`src/logic/fizzle_macros.svh`:
```
// ******************************
// geometry, timing and register map of the fizzlefade display
// included by the package and by the RTL that needs these numbers
// ******************************
`ifndef FIZZLE_MACROS_SVH
`define FIZZLE_MACROS_SVH

// framebuffer
`define FB_WIDTH      16
`define FB_HEIGHT     8
`define FB_SCALE      2           // screen pixels per fb pixel, both axes
`define FB_ADDRW      7           // also the lfsr length
`define LFSR_TAPS     7'b1100000  // x^7 + x^6 + 1, maximal length

// horizontal timing, in cycles
`define H_ACTIVE      32
`define H_SYNC_START  36
`define H_SYNC_END    40
`define H_TOTAL       44

// vertical timing, in lines
`define V_ACTIVE      16
`define V_SYNC_START  17
`define V_SYNC_END    19
`define V_TOTAL       20

// wishbone map
`define WB_ADRW       8
`define REG_CTRL      8'h00       // fade control word
`define PAL_BASE      8'h10       // 16 palette words
`define FB_BASE       8'h80       // 128 pixels, write only

`endif
```
`src/logic/fizzle_pkg.sv`:
```
// ******************************
// shared types for the fizzlefade display
// referenced by scoped name from the RTL and testbench
// ******************************
`default_nettype none

`include "fizzle_macros.svh"

package fizzle_pkg;

    typedef logic [3:0] cidx_t;                 // colour index

    typedef struct packed {
        logic [3:0] r;
        logic [3:0] g;
        logic [3:0] b;
    } colr_t;                                   // 12-bit rgb

    typedef logic [`FB_ADDRW-1:0] fb_addr_t;    // pixel address, row major

    // one bus word, two meanings picked by address
    typedef union packed {
        struct packed {
            logic [3:0] unused;
            colr_t      colr;
        } pal;                                  // palette region
        struct packed {
            cidx_t       idx;                   // fade colour
            logic [11:0] rate;                  // cycles per step minus one
        } ctrl;                                 // control register
    } host_word_t;

endpackage

`default_nettype wire

```
`src/logic/fizzle_display_top.sv`:
```
// ******************************
// fizzlefade framebuffer display, single clock
// host loads image and palette over wishbone, then starts the fade
// ******************************
`default_nettype none
`timescale 1ns/1ns

`include "fizzle_macros.svh"

module fizzle_display_top (
    input  wire logic                    clk_sys,
    input  wire logic                    rst_n,
    input  wire logic                    wb_cyc,
    input  wire logic                    wb_stb,
    input  wire logic                    wb_we,
    input  wire logic [`WB_ADRW-1:0]     wb_adr,
    input  wire fizzle_pkg::host_word_t  wb_dat_w,
    output fizzle_pkg::host_word_t       wb_dat_r,
    output logic                         wb_ack,
    output logic                         fade_busy,
    output logic                         vga_hsync,
    output logic                         vga_vsync,
    output logic [3:0]                   vga_r,
    output logic [3:0]                   vga_g,
    output logic [3:0]                   vga_b
);

    // timing
    logic [5:0] sx;
    logic [5:0] sy;
    logic       de;
    logic       hsync;
    logic       vsync;
    logic       line_start;
    logic       frame_start;

    // host side
    logic                 fb_host_we;
    fizzle_pkg::fb_addr_t fb_host_addr;
    fizzle_pkg::cidx_t    fb_host_idx;
    logic                 pal_we;
    fizzle_pkg::cidx_t    pal_idx;
    fizzle_pkg::colr_t    pal_colr;
    fizzle_pkg::colr_t    pal_rd_colr;
    logic                 fade_start;
    logic [11:0]          fade_rate;
    fizzle_pkg::cidx_t    fade_idx;

    // fader and display path
    logic                 fade_we;
    fizzle_pkg::fb_addr_t fade_addr;
    fizzle_pkg::cidx_t    fade_wr_idx;
    fizzle_pkg::fb_addr_t fb_rd_addr;
    fizzle_pkg::cidx_t    fb_idx;
    fizzle_pkg::cidx_t    lb_idx;
    logic                 lb_valid;
    fizzle_pkg::colr_t    pix_colr;

    logic [1:0]           hs_pipe;   // syncs follow the 3 cycle colour path
    logic [1:0]           vs_pipe;

    display_timing timing_inst (
        .clk_sys, .rst_n, .sx, .sy, .de, .hsync, .vsync, .line_start, .frame_start
    );

    host_regs regs_inst (
        .clk_sys, .rst_n, .wb_cyc, .wb_stb, .wb_we, .wb_adr, .wb_dat_w, .pal_rd_colr,
        .wb_dat_r, .wb_ack, .fb_host_we, .fb_host_addr, .fb_host_idx,
        .pal_we, .pal_idx, .pal_colr, .fade_start, .fade_rate, .fade_idx
    );

    fizzle_fader fader_inst (
        .clk_sys, .rst_n, .fade_start, .fade_rate, .fade_idx,
        .fade_we, .fade_addr, .fade_wr_idx, .fade_busy
    );

    framebuffer_ram fb_inst (
        .clk_sys,
        .host_we   (fb_host_we),
        .host_addr (fb_host_addr),
        .host_idx  (fb_host_idx),
        .fade_we,
        .fade_addr,
        .fade_idx  (fade_wr_idx),
        .rd_addr   (fb_rd_addr),
        .rd_idx    (fb_idx)
    );

    line_scaler scaler_inst (
        .clk_sys, .rst_n, .sx, .sy, .de, .line_start, .frame_start,
        .fb_idx, .fb_rd_addr, .lb_idx, .lb_valid
    );

    palette_lut clut_inst (
        .clk_sys,
        .we        (pal_we),
        .wr_idx    (pal_idx),
        .wr_colr   (pal_colr),
        .rd_idx    (lb_idx),
        .rd_valid  (lb_valid),
        .host_idx  (pal_idx),
        .colr      (pix_colr),
        .host_colr (pal_rd_colr)
    );

    // output stage, third register of both paths
    always_ff @(posedge clk_sys) begin
        if (!rst_n) begin
            hs_pipe   <= 2'b00;
            vs_pipe   <= 2'b00;
            vga_hsync <= 1'b0;
            vga_vsync <= 1'b0;
            vga_r     <= 4'h0;
            vga_g     <= 4'h0;
            vga_b     <= 4'h0;
        end else begin
            hs_pipe   <= {hs_pipe[0], hsync};
            vs_pipe   <= {vs_pipe[0], vsync};
            vga_hsync <= hs_pipe[1];
            vga_vsync <= vs_pipe[1];
            vga_r     <= pix_colr.r;  // already black outside de
            vga_g     <= pix_colr.g;
            vga_b     <= pix_colr.b;
        end
    end

endmodule

`default_nettype wire

```
`src/logic/host_regs.sv`:
```
// ******************************
// wishbone classic slave, one wait state per transfer
// decodes control, palette and framebuffer regions
// ******************************
`default_nettype none
`timescale 1ns/1ns

`include "fizzle_macros.svh"

module host_regs (
    input  wire logic                    clk_sys,
    input  wire logic                    rst_n,
    input  wire logic                    wb_cyc,
    input  wire logic                    wb_stb,
    input  wire logic                    wb_we,
    input  wire logic [`WB_ADRW-1:0]     wb_adr,
    input  wire fizzle_pkg::host_word_t  wb_dat_w,
    input  wire fizzle_pkg::colr_t       pal_rd_colr,
    output fizzle_pkg::host_word_t       wb_dat_r,
    output logic                         wb_ack,
    output logic                         fb_host_we,
    output fizzle_pkg::fb_addr_t         fb_host_addr,
    output fizzle_pkg::cidx_t            fb_host_idx,
    output logic                         pal_we,
    output fizzle_pkg::cidx_t            pal_idx,
    output fizzle_pkg::colr_t            pal_colr,
    output logic                         fade_start,
    output logic [11:0]                  fade_rate,
    output fizzle_pkg::cidx_t            fade_idx
);

    fizzle_pkg::host_word_t ctrl_q;    // control register
    fizzle_pkg::host_word_t rd_word;
    logic                   req;
    logic                   ctrl_sel;
    logic                   pal_sel;
    logic                   fb_sel;

    always_comb begin
        req      = wb_cyc && wb_stb && !wb_ack;   // no back-to-back acks
        ctrl_sel = (wb_adr == `REG_CTRL);
        pal_sel  = ((wb_adr & 8'hF0) == `PAL_BASE);
        fb_sel   = ((wb_adr & `FB_BASE) == `FB_BASE);
        // write strobes land on the edge that raises ack
        fb_host_we   = req && wb_we && fb_sel;
        fb_host_addr = wb_adr[`FB_ADDRW-1:0];
        fb_host_idx  = fizzle_pkg::cidx_t'(wb_dat_w[3:0]);  // pixel in low nibble
        pal_we       = req && wb_we && pal_sel;
        pal_idx      = wb_adr[3:0];
        pal_colr     = wb_dat_w.pal.colr;
        fade_rate    = ctrl_q.ctrl.rate;
        fade_idx     = ctrl_q.ctrl.idx;
        // read mux, framebuffer reads as zero
        rd_word = '0;
        if (ctrl_sel) begin
            rd_word = ctrl_q;
        end else if (pal_sel) begin
            rd_word.pal.colr = pal_rd_colr;
        end
    end

    always_ff @(posedge clk_sys) begin
        if (!rst_n) begin
            wb_ack     <= 1'b0;
            fade_start <= 1'b0;
            ctrl_q     <= '0;
        end else begin
            wb_ack     <= req;
            fade_start <= req && wb_we && ctrl_sel;  // one pulse per write
            if (req && wb_we && ctrl_sel) begin
                ctrl_q <= wb_dat_w;
            end
        end
    end

    always_ff @(posedge clk_sys) begin
        if (req) begin
            wb_dat_r <= rd_word;  // valid in the ack cycle
        end
    end

endmodule

`default_nettype wire

```
`src/logic/palette_lut.sv`:
```
// ******************************
// 16 entry colour lookup, one cycle read
// host side writes and reads entries back
// ******************************
`default_nettype none
`timescale 1ns/1ns

module palette_lut (
    input  wire logic               clk_sys,
    input  wire logic               we,
    input  wire fizzle_pkg::cidx_t  wr_idx,
    input  wire fizzle_pkg::colr_t  wr_colr,
    input  wire fizzle_pkg::cidx_t  rd_idx,
    input  wire logic               rd_valid,
    input  wire fizzle_pkg::cidx_t  host_idx,
    output fizzle_pkg::colr_t       colr,
    output fizzle_pkg::colr_t       host_colr
);

    fizzle_pkg::colr_t pal [16];

    always_ff @(posedge clk_sys) begin
        if (we) begin
            pal[wr_idx] <= wr_colr;
        end
        colr <= rd_valid ? pal[rd_idx] : '0;  // black in blanking
    end

    // read-back for the bus, same cycle
    always_comb begin
        host_colr = pal[host_idx];
    end

endmodule

`default_nettype wire

```
`src/logic/line_scaler.sv`:
```
// ******************************
// ping-pong line buffer between framebuffer and palette
// fills the next fb row while the other half replays scaled
// ******************************
`default_nettype none
`timescale 1ns/1ns

`include "fizzle_macros.svh"

module line_scaler (
    input  wire logic               clk_sys,
    input  wire logic               rst_n,
    input  wire logic [5:0]         sx,
    input  wire logic [5:0]         sy,
    input  wire logic               de,
    input  wire logic               line_start,
    input  wire logic               frame_start,
    input  wire fizzle_pkg::cidx_t  fb_idx,
    output fizzle_pkg::fb_addr_t    fb_rd_addr,
    output fizzle_pkg::cidx_t       lb_idx,
    output logic                    lb_valid
);

    localparam int COLW = $clog2(`FB_WIDTH);
    localparam int ROWW = $clog2(`FB_HEIGHT);
    localparam int REPW = $clog2(`FB_SCALE + 1);

    fizzle_pkg::cidx_t line_buf [2*`FB_WIDTH];   // two halves picked by the msb
    logic              disp_half;                // half on screen
    logic              fill_half;                // half being loaded
    logic              fill_on;
    logic [COLW:0]     fill_cnt;                 // 0 .. FB_WIDTH
    logic [ROWW-1:0]   fill_row;
    logic              wr_on;                    // ram data valid this cycle
    logic [COLW-1:0]   wr_col;
    logic [REPW-1:0]   rep_cnt;                  // line within row group
    logic              new_group;
    logic [5:0]        row_now;
    logic [COLW-1:0]   rd_col;

    always_comb begin
        row_now    = sy / 6'(`FB_SCALE);          // fb row of this screen line
        rd_col     = COLW'(sx / 6'(`FB_SCALE));
        new_group  = line_start && (sy < 6'(`V_ACTIVE))
                     && (frame_start || rep_cnt == REPW'(`FB_SCALE - 1));
        fb_rd_addr = fizzle_pkg::fb_addr_t'(fill_row * `FB_WIDTH + fill_cnt[COLW-1:0]);
    end

    always_ff @(posedge clk_sys) begin
        if (!rst_n) begin
            disp_half <= 1'b0;
            fill_half <= 1'b1;
            fill_on   <= 1'b0;
            fill_cnt  <= '0;
            fill_row  <= '0;
            rep_cnt   <= '0;
            wr_on     <= 1'b0;
            lb_valid  <= 1'b0;
        end else begin
            lb_valid <= de;                       // replay lags de by one
            wr_on    <= fill_on && (fill_cnt < (COLW+1)'(`FB_WIDTH));
            if (line_start) begin
                rep_cnt <= (frame_start || rep_cnt == REPW'(`FB_SCALE - 1))
                           ? '0 : rep_cnt + 1'b1;
            end
            if (new_group) begin
                disp_half <= ~disp_half;          // swap every FB_SCALE lines
                fill_half <= disp_half;           // old screen half is free
            end
            if (new_group && row_now < 6'(`FB_HEIGHT - 1)) begin
                fill_on  <= 1'b1;                 // preload row k+1
                fill_cnt <= '0;
                fill_row <= ROWW'(row_now + 6'd1);
            end else if (line_start && sy == 6'(`V_ACTIVE)) begin
                fill_on   <= 1'b1;                // row 0 during vblank
                fill_cnt  <= '0;
                fill_row  <= '0;
                fill_half <= ~disp_half;
            end else if (fill_on) begin
                fill_cnt <= fill_cnt + 1'b1;
                if (fill_cnt == (COLW+1)'(`FB_WIDTH)) begin
                    fill_on <= 1'b0;              // FB_WIDTH+1 cycles total
                end
            end
        end
    end

    // buffer storage
    always_ff @(posedge clk_sys) begin
        wr_col <= fill_cnt[COLW-1:0];
        if (wr_on) begin
            line_buf[{fill_half, wr_col}] <= fb_idx;
        end
        lb_idx <= line_buf[{disp_half ^ new_group, rd_col}];  // new half from pixel 0 on
    end

endmodule

`default_nettype wire

```
`src/logic/fizzle_fader.sv`:
```
// ******************************
// fizzlefade walker, lfsr picks the next pixel
// runs once per fade_start until the lfsr is back at its seed
// ******************************
`default_nettype none
`timescale 1ns/1ns

`include "fizzle_macros.svh"

module fizzle_fader (
    input  wire logic               clk_sys,
    input  wire logic               rst_n,
    input  wire logic               fade_start,
    input  wire logic [11:0]        fade_rate,
    input  wire fizzle_pkg::cidx_t  fade_idx,
    output logic                    fade_we,
    output fizzle_pkg::fb_addr_t    fade_addr,
    output fizzle_pkg::cidx_t       fade_wr_idx,   // fade colour for the write port
    output logic                    fade_busy
);

    localparam fizzle_pkg::fb_addr_t SEED = 1;     // zero would lock the lfsr

    fizzle_pkg::host_word_t ctrl_q;    // settings held for the whole fade
    fizzle_pkg::fb_addr_t   lfsr;
    fizzle_pkg::fb_addr_t   lfsr_nxt;
    logic [11:0]            rate_cnt;
    logic                   step;

    always_comb begin
        // fibonacci form, shift left and feed the xor in at bit 0
        lfsr_nxt    = {lfsr[`FB_ADDRW-2:0], ^(lfsr & `LFSR_TAPS)};
        step        = fade_busy && !fade_start && (rate_cnt == ctrl_q.ctrl.rate);
        fade_wr_idx = ctrl_q.ctrl.idx;
    end

    always_ff @(posedge clk_sys) begin
        if (!rst_n) begin
            fade_busy <= 1'b0;
            fade_we   <= 1'b0;
            lfsr      <= SEED;
            rate_cnt  <= 12'd0;
        end else begin
            fade_we <= step;
            if (fade_start) begin      // restart, even mid fade
                fade_busy <= 1'b1;
                lfsr      <= SEED;
                rate_cnt  <= 12'd0;
            end else if (step) begin
                rate_cnt <= 12'd0;
                lfsr     <= lfsr_nxt;
                if (lfsr_nxt == SEED) begin
                    fade_busy <= 1'b0;  // all 2^n-1 addresses done
                end
            end else if (fade_busy) begin
                rate_cnt <= rate_cnt + 12'd1;
            end
        end
    end

    // payload, no reset
    always_ff @(posedge clk_sys) begin
        if (fade_start) begin
            ctrl_q.ctrl.idx  <= fade_idx;
            ctrl_q.ctrl.rate <= fade_rate;
        end
        if (step) begin
            fade_addr <= lfsr;  // write at current value, then advance
        end
    end

endmodule

`default_nettype wire

```
`src/logic/framebuffer_ram.sv`:
```
// ******************************
// colour index framebuffer, registered read
// host write port has priority over the fader
// ******************************
`default_nettype none
`timescale 1ns/1ns

`include "fizzle_macros.svh"

module framebuffer_ram (
    input  wire logic                 clk_sys,
    input  wire logic                 host_we,
    input  wire fizzle_pkg::fb_addr_t host_addr,
    input  wire fizzle_pkg::cidx_t    host_idx,
    input  wire logic                 fade_we,
    input  wire fizzle_pkg::fb_addr_t fade_addr,
    input  wire fizzle_pkg::cidx_t    fade_idx,
    input  wire fizzle_pkg::fb_addr_t rd_addr,
    output fizzle_pkg::cidx_t         rd_idx
);

    fizzle_pkg::cidx_t mem [2**`FB_ADDRW];

    // single physical write port, fader loses on a clash
    always_ff @(posedge clk_sys) begin
        if (host_we) begin
            mem[host_addr] <= host_idx;
        end else if (fade_we) begin
            mem[fade_addr] <= fade_idx;
        end
        rd_idx <= mem[rd_addr];  // one cycle read
    end

endmodule

`default_nettype wire

```
`src/logic/display_timing.sv`:
```
// ******************************
// screen position counters and sync generation
// one pixel per clk_sys cycle
// ******************************
`default_nettype none
`timescale 1ns/1ns

`include "fizzle_macros.svh"

module display_timing (
    input  wire logic       clk_sys,
    input  wire logic       rst_n,
    output logic [5:0]      sx,
    output logic [5:0]      sy,
    output logic            de,
    output logic            hsync,
    output logic            vsync,
    output logic            line_start,
    output logic            frame_start
);

    // pixel and line counters over the whole frame
    always_ff @(posedge clk_sys) begin
        if (!rst_n) begin
            sx <= 6'd0;
            sy <= 6'd0;
        end else if (sx == 6'(`H_TOTAL - 1)) begin
            sx <= 6'd0;
            sy <= (sy == 6'(`V_TOTAL - 1)) ? 6'd0 : sy + 6'd1;
        end else begin
            sx <= sx + 6'd1;
        end
    end

    // decodes straight off the counters
    always_comb begin
        de          = (sx < 6'(`H_ACTIVE)) && (sy < 6'(`V_ACTIVE));
        hsync       = (sx >= 6'(`H_SYNC_START)) && (sx < 6'(`H_SYNC_END));  // active high
        vsync       = (sy >= 6'(`V_SYNC_START)) && (sy < 6'(`V_SYNC_END));
        line_start  = (sx == 6'd0);                  // first cycle after wrap
        frame_start = (sx == 6'd0) && (sy == 6'd0);
    end

endmodule

`default_nettype wire

```
`config.mk`:
```
export PLATFORM = sky130hd
export DESIGN_NAME = fizzle_display_top
export DESIGN_NICKNAME = d
export VERILOG_FILES = /design/src/logic/fizzle_pkg.sv /design/src/logic/fizzle_display_top.sv /design/src/logic/host_regs.sv /design/src/logic/palette_lut.sv /design/src/logic/line_scaler.sv /design/src/logic/fizzle_fader.sv /design/src/logic/framebuffer_ram.sv /design/src/logic/display_timing.sv
export VERILOG_INCLUDE_DIRS = /design/src /design/src/logic
export SDC_FILE = /design/constraint.sdc
export NUM_CORES = 1
export LEC_CHECK = 0
export BUFFER_PORTS_ARGS = -buffer_cell sky130_fd_sc_hd__buf_2
export CAP_MARGIN = 5
export CORE_MARGIN = 2
export CORE_UTILIZATION = 50
export CTS_BUF_LIST = sky130_fd_sc_hd__clkbuf_8 sky130_fd_sc_hd__clkbuf_16
export DETAILED_ROUTE_END_ITERATION = 8
export PLACE_DENSITY = 0.73
export SETUP_SLACK_MARGIN = 0.05
export SYNTH_ARGS = -nofsm -noshare
export SYNTH_HDL_FRONTEND = slang
export SYNTH_SLANG_ARGS = --single-unit
```
`constraint.sdc`:
```
create_clock -name clk_sys -period 6.14 [get_ports clk_sys]
set_clock_uncertainty 0.2 [all_clocks]
set_input_delay 0.614 -clock clk_sys [delete_from_list [all_inputs] [get_ports clk_sys]]
set_output_delay 0.614 -clock clk_sys [all_outputs]
set_load 0.02 [all_outputs]
```
==> flow_summary_export.csv <==
group,metric,value,unit
final_layout,postLayoutCellArea,44390,µm²
sta,slew_headroom,6.003,%
global_routing,grt_overflow,0,
sta,max_freq,255.2,MHz
detailed_routing,wl_per_cell,27.03,µm
place,place_area,41280,µm²
worst_setup_path,crit_cells,6,
worst_setup_path,cp-endpoint,"fb_inst.mem[69][2]$_DFFE_PP_",
global_routing,grt_use_total,22.85,%
detailed_routing,drc_errors,0,
detailed_routing,viasPerCell,6.272,
sta,finalCriticalPeriod,3.918,ns
sta,worstMarginPinSlew,1.398,ns
sta,rsz0062_at_grt,"no",
floorplanning,die-area,82260,µm²
worst_setup_path,worstSetupStartpointType,"flop",
detailed_routing,drt_iter0_drc,2633,
final_layout,synthToLayoutAreaGrowth,11.00,%
floorplanning,dieWidth,286.8,µm
worst_setup_path,reg2regPathDepth,6,
run,drv_cap,0,
worst_setup_path,critPathMaxStageDelay,0.81,ns
final_layout,nNetsFinal,2361,
min_path,worstHoldStart,"wb_dat_w[12]",
power_and_ir_drop,swShare,22.18,%
worst_setup_path,critPathRequiredTime,6.23,ns
sta,finalSetupViolCount,0,
worst_setup_path,r2r-start,"regs_inst.wb_ack$_SDFF_PN0_",
clock_tree,htree_levels,3,
floorplanning,pin_count,61,
synth,ys_ff_latch,979,
worst_setup_path,path_class,"flop to flop",
clock_tree,cts_tree,"built",
synth,synth.avg_cell_area,17.77,µm²
power_and_ir_drop,p_sw,3.201,mW
clock_tree,cts.clk_slew.worst_paths,0.06,ns
final_layout,drive_gt1_share,21.15,%
power_and_ir_drop,p_clk_share,40.3,%
synth,synthCells,2251,
synth,seq_area_frac_synth,70.81,%
place,hpwl,58650,µm
sta,finalSetupTns,0,ns
power_and_ir_drop,p_per_area,325.1,nW/µm²
synth,synthFlopType,"edfxtp_1",
final_layout,n_antenna_cell,0,
global_routing,grt_pass1_vias,21739,
power_and_ir_drop,internal_power,11.23,mW
detailed_routing,num_vias,21589,
worst_setup_path,cpMaxStageDelayCell,"a21boi_1",
worst_setup_path,cp_cell_sequence,"and4b_1, a21boi_1, mux2i_1, nor2b_1, nand2b_1, nor2_1",
worst_setup_path,critPathCaptureType,"flop",
worst_setup_path,critical-path-top-delay-family,"simple AND/OR/NAND/NOR gates",
place,dp_cells,3277,
synth,ys_async_sr_fraction,0,%
worst_setup_path,r2r_end,"fb_inst.mem[69][2]$_DFFE_PP_",
min_path,hold_class,"input pin to flop",
power_and_ir_drop,p_leak,13.83,nW
synth,yosys_warnings,0,
synth,syn_area,39990,µm²
final_layout,multiInputGateArea,10970,µm²
place,numPortBuffers,60,
power_and_ir_drop,comb_power_share,7.6,%
place,globalplace.congestion,0.8609,
clock_tree,root_buffer,"clkbuf_16",
detailed_routing,ant_nets,0,
floorplanning,die_y,286.8,µm
worst_setup_path,critPathArrivalTime,4.01,ns
outcome,status,"complete, no violations",
worst_setup_path,crit_buf_inv,0,
floorplanning,design.core.area,79130,µm²
floorplanning,start_util,50.54,%
global_routing,antenna_found_initial,1,
sta,period_share,63.81,%
final_layout,instances_no_fill,3442,
worst_setup_path,startpoint,"regs_inst.wb_ack$_SDFF_PN0_",
clock_tree,clkSinkCount,979,
clock_tree,clk_latency,0.66,ns
sta,holdWs,0.03252,ns
global_routing,grt_max_degree,101,
synth,synth-edff-count,871,
worst_setup_path,critPathMaxFanout,14,
clock_tree,numCtsBuffers,91,
power_and_ir_drop,ir_worst_vdd,0.2634,mV
detailed_routing,drt_first_pass_iters,5,
final_layout,area.sequential,28330,µm²
sta,finalMaxSlewViolations,0,
final_layout,fillers,5875,
sta,hold_viol,0,
global_routing,grt_pass1_wl,140300,µm
power_and_ir_drop,p_seq_share,52.1,%
clock_tree,cts_buffer_depth,3,
synth,synth_fp_nets,2291,
detailed_routing,routed_wl,93040,µm
floorplanning,placementRows,103,
synth,synth_cell_types,69,
worst_setup_path,r2r_slack,2.22,ns
logic make-up after synthesis:
| family | synth area share (%) |
|---|---|
| fa+ha+maj | 0.3442 |
| buf+inv | 1.905 |
| xor+xnor | 0.8541 |
| flops | 70.81 |
| simple gates | 6.289 |
| mux | 16.30 |
| compound gates | 3.495 |
Yosys cell counts (all sizes together), types with 23 or more instances:
master	count	area share, %
and2	38	0.59
a21oi	31	0.39
nor2	241	2.3
edfxtp	871	65
buf	74	1.3
mux2i	90	2.3
nand2	130	1.2
xnor2	23	0.50
o21ai	25	0.31
clkbuf	50	0.47
dfxtp	108	5.4
mux2	23	0.65
mux4	235	13
nand3	23	0.29
stage by stage:
step	setup WS, ns	util (%)	power [mW]
CTS	2.320	56.10	14.48
floorplan	2.513	-	8.377
finish	2.222	56.10	14.43
global placement	2.119	52.17	8.740
global route	2.087	56.10	14.82
detailed placement	1.990	52.17	8.757
state kept, by name, summed over array words and instances, names as in the netlist, 5 cells and up:
register and count:
regs_inst.wb_dat_r 16, scaler_inst.line_buf 128, fader_inst.ctrl_q 16, scaler_inst.fill_cnt 5, fader_inst.rate_cnt 12, timing_inst.sy 6
clut_inst.pal 192, fader_inst.lfsr 7, clut_inst.colr 12, fader_inst.fade_addr 7, fb_inst.mem 512, timing_inst.sx 6
regs_inst.ctrl_q 16
power by group through the flow:
stage / Combinational [mW] / Clock (mW) / Sequential [mW]
finish: 1.10 / 5.81 / 7.52
global route: 1.15 / 6.12 / 7.54
CTS: 1.10 / 5.86 / 7.52
detailed placement: 1.09 / 0 / 7.66
global placement: 1.08 / 0 / 7.66
floorplan: 0.815 / 0 / 7.56
cells in the final DEF, fill, tap and decap left out, drive strengths merged, types with 7 or more instances in the layout:
master	synthesis	routed
edfxtp	871	871
nor2	241	241
mux4	235	235
nand2	130	130
dfxtp	108	108
buf	74	100
clkbuf	50	99
mux2i	90	90
and2	38	38
inv	11	33
a21oi	31	31
o21ai	25	25
clkinv	0	25
nand3	23	23
xnor2	23	23
mux2	23	23
o221ai	19	19
nor2b	19	19
a21boi	19	19
nand2b	17	17
nor3	17	17
xor2	16	16
nand3b	14	14
nand4	12	12
o22ai	12	12
a32o	12	12
a211oi	11	11
ha	11	11
bufinv	0	11
or3	10	10
a22oi	9	9
o211ai	9	9
o31ai	8	8
a221oi	8	8
clkinvlp	0	7
layout make-up:
cell class                      instances  share of cell area [%]
Clock buffer                           99                   5.556
Inverter                               11                 0.09302
Sequential cell                       979                   63.83
Tap cell                             1050                   2.960
Timing Repair Buffer                  101                   1.438
Clock inverter                         65                   1.418
Multi-Input combinational cell       1137                   24.71
worst min-delay path: cells and delay by family:
family / cells / cell delay [ns]
simple gates: 1 / 0.04
buf+inv: 1 / 0.10
compound gates: 1 / 0.07
worst min path at each step:
stage	cells past startpoint	end	slack [ns]
finish	3	regs_inst.ctrl_q[12]$_SDFFE_PN0P_	0.03
global route	3	regs_inst.ctrl_q[14]$_SDFFE_PN0P_	0.04
CTS	3	regs_inst.ctrl_q[12]$_SDFFE_PN0P_	0.002
floorplan	0	scaler_inst.wr_col[2]$_DFF_P_	0.13
global placement	1	vga_g[1]$_SDFF_PN0_	0.22
detailed placement	1	vga_vsync$_SDFF_PN0_	0.22
timing repair:
action	CTS	global route
setup endpoints to repair	0	0
hold buffers	1	0
gates resized for setup	0	0
endpoints found under the hold margin	1	0
setup buffers	0	0
metal layers:
metal / GRT usage, % / vias up / routed length [µm]
li1: - / 9116 / -
met1: 32.40 / 11073 / 36740
met2: 36.39 / 1231 / 45040
met3: 4.190 / 167 / 8723
met4: 7.096 / 2 / 2526
met5: 0 / - / 14
Power figures use the tool's default switching activity.
